--- src/hw/cpu_pkg.sv ---
package cpu_pkg;

    // fetch adds four on the first cycle, so boot starts at 0x1c00_0000
    localparam logic [31:0] reset_pc = 32'h1bff_fffc;

    // radix-16 steps for a 32-bit multiplier operand
    localparam int mul_steps = 8;

    typedef enum logic [3:0] {
        op_add,
        op_sub,
        op_addi,
        op_lu12i,
        op_mul,
        op_beq,
        op_bne,
        op_b,
        op_nop
    } op_e;

    // fetch to decode
    typedef struct packed {
        logic [31:0] pc;
        logic [31:0] inst;
    } if_to_id_t;

    // decode to execute, operands already resolved
    typedef struct packed {
        logic [31:0] pc;
        op_e         op;
        logic [31:0] src_a;
        logic [31:0] src_b;
        logic [4:0]  dest;
        logic        wen;
    } id_to_ex_t;

    // retirement trace
    typedef struct packed {
        logic [31:0] pc;
        logic        wen;
        logic [4:0]  wnum;
        logic [31:0] wdata;
    } trace_t;

endpackage

--- src/hw/fetch_stage.sv ---
`timescale 1ns/1ns

module fetch_stage (
    input  logic                clk,
    input  logic                resetn,
    output logic                inst_sram_en,
    output logic [31:0]         inst_sram_addr,
    input  logic [31:0]         inst_sram_rdata,
    input  logic                ds_allowin,
    input  logic                br_taken,
    input  logic [31:0]         br_target,
    output logic                fs_to_ds_valid,
    output cpu_pkg::if_to_id_t  fs_to_ds
);

    logic        fs_valid;
    logic        fs_allowin;
    logic [31:0] fs_pc;
    logic [31:0] seq_pc;
    logic [31:0] next_pc;
    logic [31:0] inst_buf;
    logic        inst_buf_valid;

    // single-cycle stage, ready_go is always high
    assign fs_allowin     = !fs_valid || ds_allowin;
    assign fs_to_ds_valid = fs_valid;

    assign seq_pc  = fs_pc + 32'd4;
    assign next_pc = br_taken ? br_target : seq_pc;

    // read the next pc only when a new instruction can be taken
    assign inst_sram_en   = fs_allowin && resetn;
    assign inst_sram_addr = next_pc;

    always_ff @(posedge clk) begin
        if (!resetn) begin
            fs_valid <= 1'b0;
            fs_pc    <= cpu_pkg::reset_pc;
        end else if (fs_allowin) begin
            fs_valid <= 1'b1;
            fs_pc    <= next_pc;
        end
    end

    // keep the returned word while decode stalls,
    // the sram output is only good for one cycle
    always_ff @(posedge clk) begin
        if (!resetn) begin
            inst_buf_valid <= 1'b0;
        end else if (fs_allowin) begin
            inst_buf_valid <= 1'b0;
        end else if (!inst_buf_valid) begin
            inst_buf_valid <= 1'b1;
        end
    end

    always_ff @(posedge clk) begin
        if (!fs_allowin && !inst_buf_valid) begin
            inst_buf <= inst_sram_rdata;
        end
    end

    assign fs_to_ds.pc   = fs_pc;
    assign fs_to_ds.inst = inst_buf_valid ? inst_buf : inst_sram_rdata;

endmodule

--- src/hw/reg_file.sv ---
`timescale 1ns/1ns

module reg_file (
    input  logic        clk,
    input  logic [4:0]  raddr1,
    input  logic [4:0]  raddr2,
    output logic [31:0] rdata1,
    output logic [31:0] rdata2,
    input  logic        we,
    input  logic [4:0]  waddr,
    input  logic [31:0] wdata
);

    logic [31:0] regs [31:0];

    // r0 is never written
    always_ff @(posedge clk) begin
        if (we && waddr != 5'd0) begin
            regs[waddr] <= wdata;
        end
    end

    // asynchronous read with r0 forced to zero
    assign rdata1 = (raddr1 == 5'd0) ? 32'd0 : regs[raddr1];
    assign rdata2 = (raddr2 == 5'd0) ? 32'd0 : regs[raddr2];

    // a written register reads back the next cycle and r0 keeps reading zero
    read_after_write_a: assert property (
        @(posedge clk) we |=>
            (raddr1 != $past(waddr)
                || rdata1 == ($past(waddr) == 5'd0 ? 32'd0 : $past(wdata)))
            && (raddr2 != $past(waddr)
                || rdata2 == ($past(waddr) == 5'd0 ? 32'd0 : $past(wdata)))
    ) else $error("register read after write mismatch: rdata1=%h rdata2=%h", rdata1, rdata2);

endmodule

--- src/hw/decode_stage.sv ---
`timescale 1ns/1ns

module decode_stage (
    input  logic                clk,
    input  logic                resetn,
    input  logic                fs_to_ds_valid,
    input  cpu_pkg::if_to_id_t  fs_to_ds,
    output logic                ds_allowin,
    output logic                br_taken,
    output logic [31:0]         br_target,
    output logic                ds_to_es_valid,
    output cpu_pkg::id_to_ex_t  ds_to_es,
    input  logic                es_allowin,
    input  logic                es_fwd_valid,
    input  logic [4:0]          es_fwd_num,
    input  logic [31:0]         es_fwd_data,
    input  logic                rf_we,
    input  logic [4:0]          rf_waddr,
    input  logic [31:0]         rf_wdata
);

    cpu_pkg::if_to_id_t ds_r;
    cpu_pkg::op_e       op;
    logic               ds_valid_r;
    logic               ds_cancel;
    logic               ds_valid;
    logic [31:0]        inst;
    logic [4:0]         rd;
    logic [4:0]         rj;
    logic [4:0]         rk;
    logic [4:0]         raddr1;
    logic [4:0]         raddr2;
    logic [31:0]        rdata1;
    logic [31:0]        rdata2;
    logic [31:0]        rj_value;
    logic [31:0]        rkd_value;
    logic [31:0]        br_offs;
    logic               br_cond;

    // a cancelled slot counts as empty
    assign ds_valid       = ds_valid_r && !ds_cancel;
    assign ds_allowin     = !ds_valid || es_allowin;
    assign ds_to_es_valid = ds_valid;

    always_ff @(posedge clk) begin
        if (!resetn) begin
            ds_valid_r <= 1'b0;
            ds_cancel  <= 1'b0;
        end else if (ds_allowin) begin
            ds_valid_r <= fs_to_ds_valid;
            // the word arriving with a taken branch's handover is wrong-path
            ds_cancel  <= br_taken;
        end
    end

    always_ff @(posedge clk) begin
        if (fs_to_ds_valid && ds_allowin) begin
            ds_r <= fs_to_ds;
        end
    end

    assign inst = ds_r.inst;
    assign rd   = inst[4:0];
    assign rj   = inst[9:5];
    assign rk   = inst[14:10];

    always_comb begin
        op = cpu_pkg::op_nop;
        if (inst[31:15] == 17'h00020) begin
            op = cpu_pkg::op_add;
        end else if (inst[31:15] == 17'h00022) begin
            op = cpu_pkg::op_sub;
        end else if (inst[31:15] == 17'h00038) begin
            op = cpu_pkg::op_mul;
        end else if (inst[31:22] == 10'h00a) begin
            op = cpu_pkg::op_addi;
        end else if (inst[31:25] == 7'h0a) begin
            op = cpu_pkg::op_lu12i;
        end else if (inst[31:26] == 6'h16) begin
            op = cpu_pkg::op_beq;
        end else if (inst[31:26] == 6'h17) begin
            op = cpu_pkg::op_bne;
        end else if (inst[31:26] == 6'h14) begin
            op = cpu_pkg::op_b;
        end
    end

    // conditional branches compare rj against rd
    assign raddr1 = rj;
    assign raddr2 = (op == cpu_pkg::op_beq || op == cpu_pkg::op_bne) ? rd : rk;

    reg_file reg_file_i (
        .clk    (clk),
        .raddr1 (raddr1),
        .raddr2 (raddr2),
        .rdata1 (rdata1),
        .rdata2 (rdata2),
        .we     (rf_we),
        .waddr  (rf_waddr),
        .wdata  (rf_wdata)
    );

    // bypass from a finished execute result
    assign rj_value = (es_fwd_valid && es_fwd_num == raddr1 && raddr1 != 5'd0)
                    ? es_fwd_data : rdata1;
    assign rkd_value = (es_fwd_valid && es_fwd_num == raddr2 && raddr2 != 5'd0)
                     ? es_fwd_data : rdata2;

    assign br_cond = (op == cpu_pkg::op_beq && rj_value == rkd_value)
                  || (op == cpu_pkg::op_bne && rj_value != rkd_value)
                  || (op == cpu_pkg::op_b);
    assign br_taken = ds_valid && br_cond;

    // offs26 is split, high ten bits sit at the bottom
    assign br_offs = (op == cpu_pkg::op_b)
                   ? {{4{inst[9]}}, inst[9:0], inst[25:10], 2'b00}
                   : {{14{inst[25]}}, inst[25:10], 2'b00};
    assign br_target = ds_r.pc + br_offs;

    assign ds_to_es.pc    = ds_r.pc;
    assign ds_to_es.op    = op;
    assign ds_to_es.src_a = (op == cpu_pkg::op_lu12i) ? 32'd0 : rj_value;
    assign ds_to_es.src_b = (op == cpu_pkg::op_addi)  ? {{20{inst[21]}}, inst[21:10]}
                          : (op == cpu_pkg::op_lu12i) ? {inst[24:5], 12'd0}
                          : rkd_value;
    assign ds_to_es.dest  = rd;
    assign ds_to_es.wen   = (op == cpu_pkg::op_add) || (op == cpu_pkg::op_sub)
                         || (op == cpu_pkg::op_addi) || (op == cpu_pkg::op_lu12i)
                         || (op == cpu_pkg::op_mul);

    // the slot behind a taken branch is cancelled, so it can never branch
    no_branch_from_cancelled_a: assert property (
        @(posedge clk) disable iff (!resetn)
        (br_taken && es_allowin) |=> !br_taken
    ) else $error("br_taken from wrong-path slot, pc=%h", ds_r.pc);

endmodule

--- src/hw/exec_stage.sv ---
`timescale 1ns/1ns

module exec_stage (
    input  logic                clk,
    input  logic                resetn,
    input  logic                ds_to_es_valid,
    input  cpu_pkg::id_to_ex_t  ds_to_es,
    output logic                es_allowin,
    output logic                es_fwd_valid,
    output logic [4:0]          es_fwd_num,
    output logic [31:0]         es_fwd_data,
    output logic                rf_we,
    output logic [4:0]          rf_waddr,
    output logic [31:0]         rf_wdata,
    output logic                trace_valid,
    output cpu_pkg::trace_t     trace
);

    typedef enum logic {
        st_idle,
        st_mul
    } state_e;

    state_e                                  state;
    cpu_pkg::id_to_ex_t                      es_r;
    logic                                    es_valid;
    logic                                    es_ready_go;
    logic                                    es_load;
    logic [31:0]                             alu_result;
    logic [31:0]                             es_result;
    logic [31:0]                             mul_acc;
    logic [31:0]                             mul_mcand;
    logic [31:0]                             mul_mplier;
    logic [$clog2(cpu_pkg::mul_steps)-1:0]   mul_cnt;

    // a multiply is done once the FSM drops back to idle
    assign es_ready_go = (state == st_idle);
    assign es_allowin  = !es_valid || es_ready_go;
    assign es_load     = ds_to_es_valid && es_allowin;

    always_ff @(posedge clk) begin
        if (!resetn) begin
            es_valid <= 1'b0;
        end else if (es_allowin) begin
            es_valid <= ds_to_es_valid;
        end
    end

    always_ff @(posedge clk) begin
        if (es_load) begin
            es_r <= ds_to_es;
        end
    end

    always_ff @(posedge clk) begin
        if (!resetn) begin
            state <= st_idle;
        end else begin
            case (state)
                st_idle: begin
                    if (es_load && ds_to_es.op == cpu_pkg::op_mul) begin
                        state <= st_mul;
                    end
                end
                st_mul: begin
                    if (mul_cnt == ($bits(mul_cnt))'(cpu_pkg::mul_steps - 1)) begin
                        state <= st_idle;
                    end
                end
                default: state <= st_idle;
            endcase
        end
    end

    // radix-16 steps that keep only the low word
    always_ff @(posedge clk) begin
        if (es_load && ds_to_es.op == cpu_pkg::op_mul) begin
            mul_acc    <= 32'd0;
            mul_mcand  <= ds_to_es.src_a;
            mul_mplier <= ds_to_es.src_b;
            mul_cnt    <= '0;
        end else if (state == st_mul) begin
            mul_acc    <= mul_acc + mul_mcand * {28'd0, mul_mplier[3:0]};
            mul_mcand  <= mul_mcand << 4;
            mul_mplier <= mul_mplier >> 4;
            mul_cnt    <= mul_cnt + 1'b1;
        end
    end

    always_comb begin
        case (es_r.op)
            cpu_pkg::op_add:   alu_result = es_r.src_a + es_r.src_b;
            cpu_pkg::op_addi:  alu_result = es_r.src_a + es_r.src_b;
            cpu_pkg::op_sub:   alu_result = es_r.src_a - es_r.src_b;
            cpu_pkg::op_lu12i: alu_result = es_r.src_b;
            default:           alu_result = 32'd0;
        endcase
    end

    assign es_result = (es_r.op == cpu_pkg::op_mul) ? mul_acc : alu_result;

    // branches and nops retire with wen low
    assign trace_valid = es_valid && es_ready_go;
    assign rf_we       = trace_valid && es_r.wen;
    assign rf_waddr    = es_r.dest;
    assign rf_wdata    = es_result;

    assign es_fwd_valid = rf_we;
    assign es_fwd_num   = es_r.dest;
    assign es_fwd_data  = es_result;

    assign trace.pc    = es_r.pc;
    assign trace.wen   = es_r.wen;
    assign trace.wnum  = es_r.dest;
    assign trace.wdata = es_result;

    // decode is held back through every step of a multiply
    mul_blocks_allowin_a: assert property (
        @(posedge clk) disable iff (!resetn)
        (trace_valid && es_r.op == cpu_pkg::op_mul)
            |-> ($past(!es_allowin) && $past(!es_allowin, cpu_pkg::mul_steps))
    ) else $error("multiply retired without a full stall, pc=%h", es_r.pc);

    // only ops with a destination write the register file
    we_implies_trace_a: assert property (
        @(posedge clk) disable iff (!resetn)
        rf_we |-> (trace_valid && es_r.op inside {cpu_pkg::op_add, cpu_pkg::op_sub,
            cpu_pkg::op_addi, cpu_pkg::op_lu12i, cpu_pkg::op_mul})
    ) else $error("rf_we for a non-writing op, pc=%h op=%h", es_r.pc, es_r.op);

endmodule

--- src/hw/cpu_core_top.sv ---
`timescale 1ns/1ns

module cpu_core_top (
    input  logic             clk,
    input  logic             resetn,
    output logic             inst_sram_en,
    output logic [31:0]      inst_sram_addr,
    input  logic [31:0]      inst_sram_rdata,
    output logic             trace_valid,
    output cpu_pkg::trace_t  trace
);

    cpu_pkg::if_to_id_t fs_to_ds;
    cpu_pkg::id_to_ex_t ds_to_es;
    logic               fs_to_ds_valid;
    logic               ds_allowin;
    logic               br_taken;
    logic [31:0]        br_target;
    logic               ds_to_es_valid;
    logic               es_allowin;
    logic               es_fwd_valid;
    logic [4:0]         es_fwd_num;
    logic [31:0]        es_fwd_data;
    logic               rf_we;
    logic [4:0]         rf_waddr;
    logic [31:0]        rf_wdata;

    fetch_stage fetch_stage_i (
        .clk             (clk),
        .resetn          (resetn),
        .inst_sram_en    (inst_sram_en),
        .inst_sram_addr  (inst_sram_addr),
        .inst_sram_rdata (inst_sram_rdata),
        .ds_allowin      (ds_allowin),
        .br_taken        (br_taken),
        .br_target       (br_target),
        .fs_to_ds_valid  (fs_to_ds_valid),
        .fs_to_ds        (fs_to_ds)
    );

    // register file lives inside decode, written back from execute
    decode_stage decode_stage_i (
        .clk            (clk),
        .resetn         (resetn),
        .fs_to_ds_valid (fs_to_ds_valid),
        .fs_to_ds       (fs_to_ds),
        .ds_allowin     (ds_allowin),
        .br_taken       (br_taken),
        .br_target      (br_target),
        .ds_to_es_valid (ds_to_es_valid),
        .ds_to_es       (ds_to_es),
        .es_allowin     (es_allowin),
        .es_fwd_valid   (es_fwd_valid),
        .es_fwd_num     (es_fwd_num),
        .es_fwd_data    (es_fwd_data),
        .rf_we          (rf_we),
        .rf_waddr       (rf_waddr),
        .rf_wdata       (rf_wdata)
    );

    exec_stage exec_stage_i (
        .clk            (clk),
        .resetn         (resetn),
        .ds_to_es_valid (ds_to_es_valid),
        .ds_to_es       (ds_to_es),
        .es_allowin     (es_allowin),
        .es_fwd_valid   (es_fwd_valid),
        .es_fwd_num     (es_fwd_num),
        .es_fwd_data    (es_fwd_data),
        .rf_we          (rf_we),
        .rf_waddr       (rf_waddr),
        .rf_wdata       (rf_wdata),
        .trace_valid    (trace_valid),
        .trace          (trace)
    );

endmodule

--- config.mk ---
export PLATFORM = sky130hd
export DESIGN_NAME = cpu_core_top
export DESIGN_NICKNAME = d
export VERILOG_FILES = /design/src/hw/cpu_pkg.sv /design/src/hw/fetch_stage.sv /design/src/hw/reg_file.sv /design/src/hw/decode_stage.sv /design/src/hw/exec_stage.sv /design/src/hw/cpu_core_top.sv
export SDC_FILE = /design/constraint.sdc
export NUM_CORES = 2
export LEC_CHECK = 0
export BUFFER_PORTS_ARGS = -buffer_cell sky130_fd_sc_hd__buf_4
export CORE_MARGIN = 2
export CORE_UTILIZATION = 40
export DETAILED_ROUTE_END_ITERATION = 10
export GPL_TIMING_DRIVEN = 0
export SLEW_MARGIN = 15
export SYNTH_ARGS = -nofsm -noshare
export SYNTH_HDL_FRONTEND = slang
export SYNTH_SLANG_ARGS = --single-unit
--- constraint.sdc ---
create_clock -name clk -period 16.1 [get_ports clk]
set_input_delay 3.22 -clock clk [delete_from_list [all_inputs] [get_ports clk]]
set_output_delay 3.22 -clock clk [all_outputs]
set_load 0.05 [all_outputs]
==> summary.txt <==
Synthesis
  – EDFF count, synth: roughly 1300
  – Syn Inst Count: approximately 5700
  – Mux cell area share after synthesis: roughly 15%
  – Synth warn: 0
  – Xor and xnor area share after synthesis: under 10%
  – Avg Synthesized Cell Area: ~13 um2
  – Top cells by area, synth: edfxtp_1 53%, mux4_2 9.8%, nand2_1 4.8%
  – Post-Synth Adder-Cell Area: around 4.1%
  – Top cell type's share of synthesized area: between 50 and 60%
  – Post-Syn Area: 0.0732 mm2
  – Largest family of logic cells by synthesized area: multiplexers
  – Synth Area in Compound Gates: 9.35%
  – Synth area leader: edfxtp_1
  – #FFs+latches synth: 1368
  – Fraction of registers with async set/reset: 0%
  – Post-Synth Simple-Gate Area: 11.0%
  – Ys flop type: edfxtp_1
  – Netlist cell types: approximately 110
  – Seq/Total Area, Yosys: 55.0%

Worst setup path
  – Reg-to-reg endpoint: fetch_stage_i.fs_pc[10]$_SDFFE_PN1N_
  – Crit path launch type: register
  – CP required: approximately 13000 ps
  – Worst Setup EP: inst_sram_addr[2]
  – Worst-path cell with the longest stage delay: buf_1
  – Cells along the critical path: buf_1 -> buf_1 -> clkbuf_1 -> buf_1 -> clkbuf_1 -> clkbuf_1 -> mux4_2 -> mux4_2 -> mux2i_1 -> o22ai_1 -> xnor2_1 -> o2111ai_1 -> nor4_1 -> and4_1 -> nand4_2 -> mux2_4 -> buf_2 -> clkbuf_1 -> nor2_1 -> a21oi_1 -> buf_4
  – Crit end category: output pin
  – Crit path DAT: around 12000 ps
  – CP Max Fanout: 10
  – R2R cell count: 20
  – Most used cell, CP: clkbuf_1
  – FF-to-FF setup slack: approximately 5500 ps
  – Critical path class: reg2out
  – CP peak stage delay: 970 ps

Power
  – Total power: 9.42 mW
  – Power Density: 110 mW/mm2
  – Leakage: 30.8 nW
  – VDD IR max: 0.0953 mV

Layout
  – Layout Cells excl Fill: 8686
  – Post-route cell area: between 0.08 and 0.09 mm2
  – Share of layout cells above drive strength 1: 19.2%
  – Syn-to-layout area delta: 16.7%
  – Most frequent cells in the layout: 1290 x edfxtp_1, 937 x nand2_1, 320 x mux4_2
  – Nets: between 6000 and 7000
  – Commonest non-fill, non-tap cell in the layout: edfxtp_1

Route
  – Vias per std cell: 6.64
  – Remaining antenna violation count after routing: 0
  – Via count: about 58000
  – TritonRoute pass-1 iters: 7
  – Final WL: 309 mm
  – Average wire per standard cell: 35.5 um
  – Initial DRC Count: 10363
  – Residual DRC count: 0

Timing
  – RSZ-0062 raised after global routing: no
  – Slew @ Worst Pin: 1500 ps
  – Rel. slew slack: -0.446%
  – Final worst path period share: a little over nine tenths
  – Fin crit period: 15100 ps
  – Final setup fails: 0
  – Achievable frequency: 0.0662 GHz
  – Final Max Tran Viols: 6
  – Final hold violation count: 0
  – Worst Skew: 43.2 ps

Placed design
  – Dpl cell area: 0.0806 mm2
  – Port bufs: 136
  – DP HPWL: 219 mm
  – Cell count after placement: 8394
  – GPL Wtd Cong: 0.968

Floorplanning
  – Initial core utilization: 40.1%
  – Die Span X: 432 um
  – Die Y: between 400 and 500 um
  – Core Box Area: 0.182 mm2
  – Die Area: 0.186 mm2
  – # rows: between 150 and 200
  – I/O pin cnt: 138

Outcome
  – Status: complete, but fails checks
  – Failing checks: max-capacitance violations, max-slew violations

Clocking
  – H-tree depth: 4
  – Clk slew on worst S/H paths: 60 ps
  – Total CTS buffers: about 150
  – CTS tree: done
  – Max clock buf depth: 3
  – # clock sinks: roughly 1400
  – Hold_buf cts: 0
  – Clk Latency, worst-skew pair: 840 ps
  – Postcts setup bufs: 0
  – Clock root buffer: clkbuf_16
  – Post-cts repair resize count: 0

GRT
  – First-pass GRT wire length: 422 mm
  – Total Routing Usage GR: 32.4%
  – Global route overflow: 0
  – Number of global-route vias before repair: 54074
  – Largest net degree at the start of global routing: 41
  – Initial antenna violation count: 8

Run
  – Max-cap viol count: 1

Worst hold path
  – Hold WC Path Type: reg2reg
## synthesized netlist by cell type, types with 112 or more instances
| cell type | instances |
|---|---|
| o21ai_0 | 138 |
| nand3_1 | 261 |
| a21oi_1 | 149 |
| clkbuf_1 | 175 |
| inv_1 | 147 |
| nor2_1 | 260 |
| buf_2 | 124 |
| mux4_2 | 320 |
| edfxtp_1 | 1290 |
| nand2_1 | 938 |
| xnor2_1 | 112 |
| mux2i_1 | 307 |
## cell type report
| type | instances | area, um2 |
|---|---|---|
| repair buffers | 256 | 3690 |
| diodes | 13 | 32.5 |
| clock buffers | 186 | 3970 |
| plain buffers | 424 | 2070 |
| multi-input cells | 3812 | 31000 |
| inverters | 150 | 568 |
| clock inverters | 92 | 803 |
| flip-flops and latches | 1368 | 40300 |
| fillers | 15986 | 97100 |
| well taps | 2385 | 2980 |
## sequential cells by signal (all words and copies together) (netlist names), 32 cells and up, named ones only
signal                          cells
exec_stage_i.trace                 33
exec_stage_i.es_r                  68
fetch_stage_i.inst_buf             32
decode_stage_i.reg_file_i.regs   1024
decode_stage_i.inst                32
exec_stage_i.mul_mcand             32
exec_stage_i.mul_mplier            32
exec_stage_i.mul_acc               32
fetch_stage_i.fs_pc                32
decode_stage_i.ds_to_es            32
## logic make-up after synthesis
kind of cell,count (synthesis)
flip-flops,1368
buffers and inverters,574
AND/OR/NAND/NOR,1813
AO/OA/AOI/OAI,935
XOR/XNOR,155
multiplexers,690
other,1
adder cells (fa/ha/maj),187
## report_power, final
group / switching [mW] / internal, mW / leakage [nW]
registers: 0.119 / 3.99 / 12.4
clock network: 1.54 / 1.90 / 2.33
logic: 1.21 / 0.654 / 16.0
## critical path: cells and delay by family, from the launching register on
family	cells	cell delay [ps]
compound gates	3	840
mux	4	2240
flops	1	420
xor+xnor	1	330
simple gates	4	1310
buf+inv	9	5840
## layer usage
| layer | vias to the layer above | routed length (um) | part of all wire [%] | GRT usage (%) |
|---|---|---|---|---|
| met4 | 4 | 24400 | 7.9 | 20.5 |
| met2 | 4952 | 130000 | 42 | 47.0 |
| met1 | 28700 | 110000 | 36 | 41.9 |
| li1 | 22917 | - | - | - |
| met5 | - | 35 | 0.011 | 0 |
| met3 | 1070 | 44800 | 15 | 10.2 |
## through the flow
step	worst slack [ps]	TNS [ps]	hold WS (ps)	util, %
floorplan	2520	0	406	-
global placement	-1770	-47820	413	42.4
detailed placement	2450	0	414	44.2
CTS	1510	0	428	46.8
global route	1200	0	436	46.8
finish	1000	0	426	46.8
## how the worst min path moves through the flow
stage,start,to,slack [ps],cells past startpoint
after global routing,fetch_stage_i.fs_pc[18]$_SDFFE_PN1N_,decode_stage_i.ds_to_es[92]$_DFFE_PP_,440,0
after global placement,fetch_stage_i.fs_pc[18]$_SDFFE_PN1N_,decode_stage_i.ds_to_es[92]$_DFFE_PP_,410,0
after CTS,fetch_stage_i.fs_pc[15]$_SDFFE_PN1N_,decode_stage_i.ds_to_es[89]$_DFFE_PP_,430,0
after floorplan,fetch_stage_i.fs_pc[11]$_SDFFE_PN1N_,decode_stage_i.ds_to_es[85]$_DFFE_PP_,410,0
after detailed placement,fetch_stage_i.fs_pc[15]$_SDFFE_PN1N_,decode_stage_i.ds_to_es[89]$_DFFE_PP_,410,0
final,fetch_stage_i.fs_pc[15]$_SDFFE_PN1N_,decode_stage_i.ds_to_es[89]$_DFFE_PP_,430,0
No activity file was read; power rests on OpenSTA's default activity.
